===== config.mk =====
export PLATFORM = sky130hd
export DESIGN_NAME = fetch_unit
export DESIGN_NICKNAME = d
export VERILOG_FILES = /design/src/hdl/fetch_pkg.sv /design/src/hdl/fetch_if.sv /design/src/hdl/line_store_if.sv /design/src/hdl/line_store.sv /design/src/hdl/pc_counter.sv /design/src/hdl/icache_ctrl.sv /design/src/hdl/fetch_buffer.sv /design/src/hdl/fetch_unit.sv
export VERILOG_INCLUDE_DIRS = /design/src /design/src/hdl
export SDC_FILE = /design/constraint.sdc
export NUM_CORES = 2
export LEC_CHECK = 0
export BUFFER_PORTS_ARGS = -buffer_cell sky130_fd_sc_hd__buf_2
export CORE_ASPECT_RATIO = 0.5
export CORE_MARGIN = 1
export CORE_UTILIZATION = 51
export DETAILED_ROUTE_END_ITERATION = 6
export PLACE_DENSITY_LB_ADDON = 0.2
export SLEW_MARGIN = 10
export SYNTH_ARGS = -nofsm -noshare
export SYNTH_HDL_FRONTEND = slang
export SYNTH_SLANG_ARGS = --single-unit

===== constraint.sdc =====
create_clock -name clk -period 9.9 [get_ports clk]
set_input_delay 0.495 -clock clk [delete_from_list [all_inputs] [get_ports clk]]
set_output_delay 0.495 -clock clk [all_outputs]
set_load 0.005 [all_outputs]

===== src/hdl/fetch_consts.svh =====
`ifndef FETCH_CONSTS_SVH
`define FETCH_CONSTS_SVH

// instruction and address width
`define WORD_SIZE 16
// one cache line, four words
`define QWORD_SIZE 64

// address split: | tag | index | offset |
`define OFFSET_BITS 2
`define INDEX_BITS 4    // 16 lines
`define TAG_BITS 10

`define RESET_PC 16'h0000

`endif


===== src/hdl/fetch_pkg.sv =====
`default_nettype none

`include "fetch_consts.svh"

package fetch_pkg;

    typedef logic [`WORD_SIZE-1:0] word_t;

    // word 0 sits in the low bits
    typedef word_t [`QWORD_SIZE/`WORD_SIZE-1:0] line_t;

    typedef logic [`INDEX_BITS-1:0] index_t;
    typedef logic [`OFFSET_BITS-1:0] offset_t;
    typedef logic [`TAG_BITS-1:0] tag_t;

    typedef struct packed {
        logic valid;
        tag_t tag;
    } tag_entry_t;

    // miss fill sequence
    typedef enum logic [1:0] {
        lookup,
        request,     // waiting for m1_ready
        wait_ack,    // read_m1 high
        write_line
    } fill_state_t;

endpackage

`default_nettype wire


===== src/hdl/fetch_if.sv =====
`timescale 1ns/1ps
`default_nettype none

interface fetch_if;
    import fetch_pkg::*;

    word_t pc;      // current fetch pc
    logic  hit;     // line for pc present
    line_t line;    // line read at pc index
    logic  take;    // fetch accepted this cycle

    modport counter (
        input  take,
        output pc
    );

    modport cache (
        input  pc,
        output hit,
        output line
    );

    modport buffer (
        input  pc,
        input  hit,
        input  line,
        output take
    );

endinterface

`default_nettype wire


===== src/hdl/line_store_if.sv =====
`timescale 1ns/1ps
`default_nettype none

interface line_store_if #(
    parameter type entry_t = fetch_pkg::line_t
);
    import fetch_pkg::*;

    // read side, combinational
    index_t rd_index;
    entry_t rd_entry;

    // write side, lands at the clock edge
    logic   wr_en;
    index_t wr_index;
    entry_t wr_entry;

    modport ctrl (
        output rd_index,
        input  rd_entry,
        output wr_en,
        output wr_index,
        output wr_entry
    );

    modport store (
        input  rd_index,
        output rd_entry,
        input  wr_en,
        input  wr_index,
        input  wr_entry
    );

endinterface

`default_nettype wire


===== src/hdl/line_store.sv =====
`timescale 1ns/1ps
`default_nettype none

`include "fetch_consts.svh"

module line_store #(
    parameter type entry_t = fetch_pkg::line_t
) (
    input  wire logic   clk,
    input  wire logic   reset_n,
    line_store_if.store st
);
    localparam int DEPTH = 1 << `INDEX_BITS;

    entry_t mem [0:DEPTH-1];

    assign st.rd_entry = mem[st.rd_index];

    // cleared entries read back as invalid tags
    always_ff @(posedge clk) begin
        if (reset_n) begin
            for (int i = 0; i < DEPTH; i++) begin
                mem[i] <= '0;
            end
        end else if (st.wr_en) begin
            mem[st.wr_index] <= st.wr_entry;
        end
    end

    a_wr_index_known: assert property (
        @(posedge clk) disable iff (reset_n)
        st.wr_en |-> !$isunknown(st.wr_index)
    ) else $error("line_store write with unknown index");

endmodule

`default_nettype wire


===== src/hdl/pc_counter.sv =====
`timescale 1ns/1ps
`default_nettype none

`include "fetch_consts.svh"

module pc_counter (
    input  wire logic             clk,
    input  wire logic             reset_n,
    input  wire logic             redirect,
    input  wire fetch_pkg::word_t redirect_pc,
    fetch_if.counter              fc
);
    import fetch_pkg::*;

    word_t pc_q;

    assign fc.pc = pc_q;

    ////////////////////////////////////////////////////////////////////////////
    // next pc, redirect wins over a fetch

    always_ff @(posedge clk) begin
        if (reset_n) begin
            pc_q <= word_t'(`RESET_PC);
        end else if (redirect) begin
            pc_q <= redirect_pc;
        end else if (fc.take) begin
            pc_q <= pc_q + 1'b1;   // no branches, just step
        end
    end

endmodule

`default_nettype wire


===== src/hdl/icache_ctrl.sv =====
`timescale 1ns/1ps
`default_nettype none

`include "fetch_consts.svh"

module icache_ctrl (
    input  wire logic             clk,
    input  wire logic             reset_n,
    fetch_if.cache                fc,
    line_store_if.ctrl            tag_bus,
    line_store_if.ctrl            line_bus,
    input  wire logic             m1_ready,
    input  wire logic             m1_ack,
    input  wire fetch_pkg::line_t qdata1,
    output logic                  read_m1,
    output fetch_pkg::word_t      address1
);
    import fetch_pkg::*;

    tag_t        pc_tag;
    index_t      pc_index;
    tag_entry_t  tag_rd;
    tag_entry_t  new_tag;
    logic        tag_match;
    fill_state_t state;
    fill_state_t state_next;
    word_t       miss_addr;
    line_t       fill_line;

    ////////////////////////////////////////////////////////////////////////////
    // lookup

    assign pc_tag   = fc.pc[`WORD_SIZE-1 -: `TAG_BITS];
    assign pc_index = fc.pc[`OFFSET_BITS +: `INDEX_BITS];

    assign tag_bus.rd_index  = pc_index;
    assign line_bus.rd_index = pc_index;

    assign tag_rd    = tag_bus.rd_entry;
    assign tag_match = tag_rd.valid && (tag_rd.tag == pc_tag);

    // no hit while a fill owns the cache
    assign fc.hit  = (state == lookup) && tag_match;
    assign fc.line = line_bus.rd_entry;

    ////////////////////////////////////////////////////////////////////////////
    // fill

    assign new_tag.valid = 1'b1;
    assign new_tag.tag   = miss_addr[`WORD_SIZE-1 -: `TAG_BITS];

    assign tag_bus.wr_en     = (state == write_line);
    assign tag_bus.wr_index  = miss_addr[`OFFSET_BITS +: `INDEX_BITS];
    assign tag_bus.wr_entry  = new_tag;
    assign line_bus.wr_en    = (state == write_line);
    assign line_bus.wr_index = miss_addr[`OFFSET_BITS +: `INDEX_BITS];
    assign line_bus.wr_entry = fill_line;

    assign address1 = miss_addr;

    always_comb begin
        state_next = state;
        case (state)
            lookup: begin
                if (!tag_match) begin
                    state_next = request;
                end
            end
            request: begin
                if (m1_ready) begin
                    state_next = wait_ack;
                end
            end
            wait_ack: begin
                if (m1_ack) begin
                    state_next = write_line;
                end
            end
            default: state_next = lookup;   // write_line lasts one cycle
        endcase
    end

    always_ff @(posedge clk) begin
        if (reset_n) begin
            state   <= lookup;
            read_m1 <= 1'b0;
        end else begin
            state <= state_next;
            if (state == request && m1_ready) begin
                read_m1 <= 1'b1;
            end else if (state == wait_ack && m1_ack) begin
                read_m1 <= 1'b0;
            end
        end
    end

    always_ff @(posedge clk) begin
        if (state == lookup && !tag_match) begin
            miss_addr <= {fc.pc[`WORD_SIZE-1:`OFFSET_BITS], {`OFFSET_BITS{1'b0}}};
        end
        if (state == wait_ack && m1_ack) begin
            fill_line <= qdata1;   // qdata1 valid with the ack
        end
    end

    a_addr_stable: assert property (
        @(posedge clk) disable iff (reset_n)
        read_m1 |=> !read_m1 || $stable(address1)
    ) else $error("address1 changed while read_m1 was high");

    a_no_read_in_lookup: assert property (
        @(posedge clk) disable iff (reset_n)
        state == lookup |-> !read_m1
    ) else $error("read_m1 high during lookup");

endmodule

`default_nettype wire


===== src/hdl/fetch_buffer.sv =====
`timescale 1ns/1ps
`default_nettype none

`include "fetch_consts.svh"

module fetch_buffer (
    input  wire logic        clk,
    input  wire logic        reset_n,
    input  wire logic        stall,
    input  wire logic        redirect,
    fetch_if.buffer          fb,
    output logic             inst_valid,
    output fetch_pkg::word_t inst,
    output fetch_pkg::word_t inst_pc,
    output fetch_pkg::word_t num_fetched
);
    import fetch_pkg::*;

    offset_t off;
    word_t   sel_word;

    // stall holds everything, redirect drops the current pc
    assign fb.take = fb.hit && !stall && !redirect;

    assign off      = fb.pc[`OFFSET_BITS-1:0];
    assign sel_word = fb.line[off];

    ////////////////////////////////////////////////////////////////////////////
    // IF/ID register

    always_ff @(posedge clk) begin
        if (reset_n) begin
            inst_valid <= 1'b0;
        end else if (fb.take) begin
            inst_valid <= 1'b1;
        end else if (redirect) begin
            inst_valid <= 1'b0;   // old path squashed
        end
    end

    always_ff @(posedge clk) begin
        if (fb.take) begin
            inst    <= sel_word;
            inst_pc <= fb.pc;
        end
    end

    // delivered count, wraps
    always_ff @(posedge clk) begin
        if (reset_n) begin
            num_fetched <= '0;
        end else if (fb.take) begin
            num_fetched <= num_fetched + 1'b1;
        end
    end

endmodule

`default_nettype wire


===== src/hdl/fetch_unit.sv =====
`timescale 1ns/1ps
`default_nettype none

module fetch_unit (
    input  wire logic             clk,
    input  wire logic             reset_n,
    input  wire logic             m1_ready,
    input  wire logic             m1_ack,
    input  wire fetch_pkg::line_t qdata1,
    input  wire logic             redirect,
    input  wire fetch_pkg::word_t redirect_pc,
    input  wire logic             stall,
    output logic                  read_m1,
    output fetch_pkg::word_t      address1,
    output logic                  inst_valid,
    output fetch_pkg::word_t      inst,
    output fetch_pkg::word_t      inst_pc,
    output fetch_pkg::word_t      num_fetched
);
    import fetch_pkg::*;

    fetch_if fbus ();

    line_store_if #(.entry_t(tag_entry_t)) tag_bus ();
    line_store_if #(.entry_t(line_t))      line_bus ();

    ////////////////////////////////////////////////////////////////////////////
    // pc and cache

    pc_counter u_pc (
        .clk         (clk),
        .reset_n     (reset_n),
        .redirect    (redirect),
        .redirect_pc (redirect_pc),
        .fc          (fbus.counter)
    );

    icache_ctrl u_icache (
        .clk      (clk),
        .reset_n  (reset_n),
        .fc       (fbus.cache),
        .tag_bus  (tag_bus.ctrl),
        .line_bus (line_bus.ctrl),
        .m1_ready (m1_ready),
        .m1_ack   (m1_ack),
        .qdata1   (qdata1),
        .read_m1  (read_m1),
        .address1 (address1)
    );

    line_store #(.entry_t(tag_entry_t)) tag_store (
        .clk     (clk),
        .reset_n (reset_n),
        .st      (tag_bus.store)
    );

    line_store #(.entry_t(line_t)) data_store (
        .clk     (clk),
        .reset_n (reset_n),
        .st      (line_bus.store)
    );

    ////////////////////////////////////////////////////////////////////////////
    // fetch register

    fetch_buffer u_fbuf (
        .clk         (clk),
        .reset_n     (reset_n),
        .stall       (stall),
        .redirect    (redirect),
        .fb          (fbus.buffer),
        .inst_valid  (inst_valid),
        .inst        (inst),
        .inst_pc     (inst_pc),
        .num_fetched (num_fetched)
    );

endmodule

`default_nettype wire


# Word level (Yosys, flattened, before mapping)
# Memory sizes are Yosys's and may differ from the RTL's. A register that Yosys moved wholly into a read port is not among the register bits.
# Index checks and enable logic that the tools add are counted.
# op_classes
n_reduce_logical,16
addsub,2
order_cmp,1
muxes,27
eq_ne,7
# op_table
op,count
64-bit two-way mux,1
64-bit OR reduction,1
16-bit two-way mux,3
16-bit by 1-bit adder with 16-bit output (second input constant),2
16-bit binary-select mux with 2-bit select,1
4-bit two-way mux,6
1-bit two-way mux,11
11-bit two-way mux,1
11-bit OR reduction,1
10-bit equality test,1
1-bit logical AND,7
2-bit two-way mux,3
2-bit != test (second input constant),3
2-bit one-hot mux with 3 select lines,1
2-bit equality test (second input constant),2
2-bit nonzero test,2
1-bit zero test,3
2-bit by 3-bit less-than comparator with 1-bit output (second input constant),1
3-bit AND reduction,1
2-bit by 1-bit equality test with 1-bit output (second input constant),1
2-bit zero test,1
# totals
word_cells,67
ram_bits,1200
input_bits,86
memories,2
out_inout_bits,66
register_bits,146
# memory_table
memory,words,word_bits,rd,rd_clocked_by_memory_dff,write_ports,line_no,source
data_store.mem,16,64,1,1,16,line_store.sv:15,entry_t mem [0:DEPTH-1];
tag_store.mem,16,11,1,1,16,line_store.sv:15,

# Longest topological paths before layout
# logic_depth
ltp_word,9
mapped_depth,15
ltp_nobuf,9

# Cells and area by module
# A second synthesis with hierarchy kept.
# unflattened
cells_unflattened,3785
area_unflattened_um2,60145.2
# by_module_without_submodules
mod,n_inst,seq_area_each_um2,cells_per_inst,area_per_inst_um2
line_store at data_store,1,30749.5,2801,45563.7
line_store at tag_store,1,5285.1,515,8031.5
icache_ctrl,1,2402.3,215,3420.8
fetch_buffer,1,1301.2,142,2144.6
pc_counter,1,320.3,112,984.7

# Least setup slack after synthesis
# Ideal clock, no wire load.
# synth_path
kind,input-to-reg
start,input port reset_n
end,"memory data_store.mem[4][0] (netlist bit), enable pin"
t_required_ps,9291
t_arrival_ps,6533
setup_time_ps,609
slack_ps,2758
path_buffers,2
cell_stages,6
cell_sequence,clkbuf_1 inv_1 nand2_1 or3_1 clkbuf_1 o21ai_0
# synth_rtl
item,line_no,source
"start, declared",fetch_unit.sv:6,"input wire logic reset_n,"
"end, declared",line_store.sv:15,

==> flow_metrics.py <==
metrics = {
    "detailed_routing": {
        "drc": 0,
        "drt_iter0_drc": 3879,
        "vias_per_cell": 6.09,
        "wl_um": 159000,
        "wl_per_cell_um": 29.9,
        "vias": 32400,
        "drtAntennaViolNets": 0,
        "dr.pass1.iters": 5,
    },
    "logic_synthesis": {
        "synth_edf_count": 1294,
        "synth.distinct_cells": 60,
        "ys_ff_latch": 1350,
        "syn_area_per_cell_sq_um": 16.5,
        "synth_compound_area_frac": 0.0118,
        "synth-xor-area-share": 0.00279,
        "synthSimpleGateAreaFrac": 0.141,
        "synthAdderAreaFrac": 0.00126,
        "syn-cell-area_sq_mm": 0.0596,
        "synth.yosys.seq_area_share": 0.671,
        "synth_warnings": 0,
        "synth_top_family_by_area": "multiplexers",
        "yosys-mux-area-fraction": 0.149,
        "ys.flop_type": "edfxtp_1",
        "synthCells": 3610,
        "synth-async-reset-ratio": 0,
    },
    "clocking": {
        "htree_num_levels": 3,
        "clk_latency_ps": 740,
        "ctsResizeCount": 0,
        "cts_tree": "built",
        "cts-root-buf": "clkbuf_16",
        "clkSlewWorstSetupHoldPaths_ps": 60,
        "cts_buffers": 119,
        "clockBufferDepth": 3,
        "cts_sinks": 1350,
    },
    "power_and_ir_drop": {
        "p_per_area_mw_per_mm2": 187,
        "p_leak_nw": 23.6,
        "irDropWorstVdd_v": 0.000162,
        "power_mw": 12.4,
    },
    "floorplan": {
        "io_pins": 152,
        "core-area_sq_mm": 0.116,
        "die_area_sq_mm": 0.118,
        "die_w_um": 485,
        "start_util": 0.516,
        "dieHeight_um": 244,
        "rows": 88,
    },
    "worst_setup_path": {
        "end_kind": "register",
        "rr_endpoint": "u_fbuf.inst[10]",
        "critPathLaunchType": "register",
        "crit_top_cell": "buf_4",
        "crit_arrival_ps": 5990,
        "worstPathCellList": "buf_4 > buf_4 > mux4_2 > mux2i_1 > a21oi_1 > o31ai_2 > and4_1 > nand4_1 > nor3_2 > buf_4",
        "cp_slowest_stage_delay_ps": 890,
        "setup.worst_path.class": "reg2reg",
        "worstSetupEndpoint": "u_fbuf.inst[10]",
        "crit_slowest_cell": "buf_4",
        "cp_max_fo": 53,
        "r2r_slack_ps": 4280,
        "r2r_cells": 10,
        "cp.required_ps": 10270,
    },
    "global_route": {
        "overflow": 0,
        "antenna_found_initial": 8,
        "grt_usage": 0.272,
        "grt_start_max_net_pins": 112,
        "grt_pass1_vias": 32500,
        "grt_first_pass_wirelength_um": 231000,
    },
    "layout": {
        "areaGrowthSynthToFinish_pct": 10.9,
        "nets": 3789,
        "layout-drive-gt1-share": 0.213,
    },
    "timing": {
        "skew_ps": 22.1,
        "worst_pin_slew_ps": 1170,
        "hold_viol": 0,
        "drv_slew": 0,
        "setup_viol": 0,
        "min_period_over_period": 0.568,
        "tns_ps": 0,
        "rsz0062_at_grt": "no",
        "fmax_ghz": 0.178,
        "fin_crit_ps": 5620,
        "slew_headroom": 0.222,
    },
    "place": {
        "io_buffers": 149,
        "hpwl_um": 86300,
        "routabilityCongestion": 0.847,
    },
    "run_status": {
        "status": "finished, final reports clean",
    },
    "hold_path": {
        "worstHoldPathType": "in2reg",
    },
    "run": {
        "drv_cap": 0,
    },
}
through the flow:
| stage | instances | setup slack (ps) | util | area (sq um) | hold slack (ps) |
|---|---|---|---|---|---|
| detailed placement | 5034 | 4380 | 0.534 | 61700 | 443 |
| finish | 5322 | 4280 | 0.572 | 66100 | 38.5 |
| global route | 5320 | 4070 | 0.572 | 66100 | 14.6 |
| global placement | 5034 | 4400 | 0.534 | 61700 | 432 |
| floorplan | 3611 | 2760 | - | 59600 | 420 |
| CTS | 5320 | 4360 | 0.572 | 66100 | 6.60 |
report_power, final:
group          total (mW)  switching (mW)  internal [mW]
clock                4.49            2.10           2.39
sequential           6.84           0.293           6.54
combinational        1.03           0.611          0.422
total                12.4            3.01           9.36
sequential cells by signal, summed over array words and instances (netlist names), 2 cells and up, named ones only:
signal / flops
data_store.mem: 1024
u_fbuf.inst_pc: 16
tag_store.mem: 176
u_icache.address1: 14
u_icache.line_bus.wr_entry: 64
u_pc.fc.pc: 16
u_fbuf.inst: 16
u_fbuf.num_fetched: 16
u_icache.state: 2
logic make-up after synthesis:
kind of cell    after synthesis
flops                      1350
compound gates               97
fa+ha+maj                     6
simple gates               1375
xor+xnor                     19
other cells                   1
mux                         429
buf+inv                     333
what timing repair did:
item	4_1_cts	5_1_grt
endpoints found under the hold margin	72	0
setup buffers	0	0
hold buffers	72	0
per-layer routing:
| metal | wire, um | global-route usage |
|---|---|---|
| met2 | 73800 | 0.425 |
| met5 | 0 | 0 |
| met4 | 2980 | 0.0561 |
| met1 | 68200 | 0.406 |
| met3 | 13900 | 0.0457 |
cell usage after synthesis, drive strengths merged (4+ instances only):
| cell type | instances | area share |
|---|---|---|
| a22oi | 9 | 0.0011 |
| or2 | 10 | 0.0011 |
| nor3 | 20 | 0.0018 |
| o21ai | 16 | 0.0013 |
| nor2 | 46 | 0.0029 |
| nand2b | 5 | 0.00053 |
| o41ai | 5 | 0.00074 |
| a21o | 16 | 0.0020 |
| a211oi | 10 | 0.0013 |
| o22ai | 6 | 0.00063 |
| nor2b | 15 | 0.0016 |
| mux2 | 20 | 0.0038 |
| ha | 6 | 0.0013 |
| o311ai | 5 | 0.00074 |
| o31ai | 4 | 0.00059 |
| nand4 | 12 | 0.0014 |
| and2 | 1184 | 0.12 |
| nand3 | 15 | 0.0013 |
| mux2i | 47 | 0.0079 |
| inv | 15 | 0.00095 |
| xnor2 | 11 | 0.0016 |
| edfxtp | 1294 | 0.65 |
| a21oi | 6 | 0.00050 |
| mux4 | 362 | 0.14 |
| buf | 56 | 0.0055 |
| nand2 | 30 | 0.0019 |
| nor4 | 13 | 0.0014 |
| or4 | 5 | 0.00069 |
| clkbuf | 262 | 0.017 |
| or3 | 6 | 0.00063 |
| xor2 | 8 | 0.0012 |
| and3 | 8 | 0.00084 |
| dfxtp | 56 | 0.019 |
| o211ai | 6 | 0.00076 |
worst min path at each step:
stage	from	to	slack (ps)	depth (start not counted)
detailed placement	tag_store.mem[7][10]	tag_store.mem[7][10]	440	1
CTS	redirect_pc[1]	u_pc.fc.pc[1]	7	3
global placement	tag_store.mem[2][10]	tag_store.mem[2][10]	430	1
floorplan	u_pc.fc.pc[9]	u_fbuf.inst_pc[9]	420	0
finish	redirect_pc[1]	u_pc.fc.pc[1]	40	3
global route	qdata1[18]	u_icache.line_bus.wr_entry[18]	10	1
cell usage in the layout (no fill, tap or decap), types with 13 or more instances in the layout:
cell type / n
and2_1: 1184
mux2i_1: 47
buf_4: 59
nor4_1: 13
a21o_1: 16
clkbuf_1: 18
edfxtp_1: 1294
dlygate4sd3_1: 72
nand2_1: 30
clkinv_1: 27
nor3_1: 14
nor2_1: 34
nand3_1: 15
nor2b_1: 15
mux4_2: 357
clkbuf_16: 122
clkinv_2: 31
mux2_2: 17
dfxtp_1: 51
buf_2: 149
area by class of cell:
class | count | area, sq um
Fill cell | 8631 | 49400
Sequential cell | 1350 | 40000
Multi-Input combinational cell | 1928 | 18500
Clock buffer | 143 | 3160
Timing Repair Buffer | 283 | 1970
Tap cell | 1530 | 1910
Clock inverter | 71 | 479
Inverter | 15 | 63.8
Antenna cell | 2 | 5.00
critical path, delay by kind of cell, from the launching register on:
family / cells / cell delay [ps]
AO/OA/AOI/OAI: 2 / 230
buffers and inverters: 3 / 2210
flip-flops: 1 / 810
multiplexers: 2 / 700
AND/OR/NAND/NOR: 3 / 1150
Power figures use the tool's default switching activity.
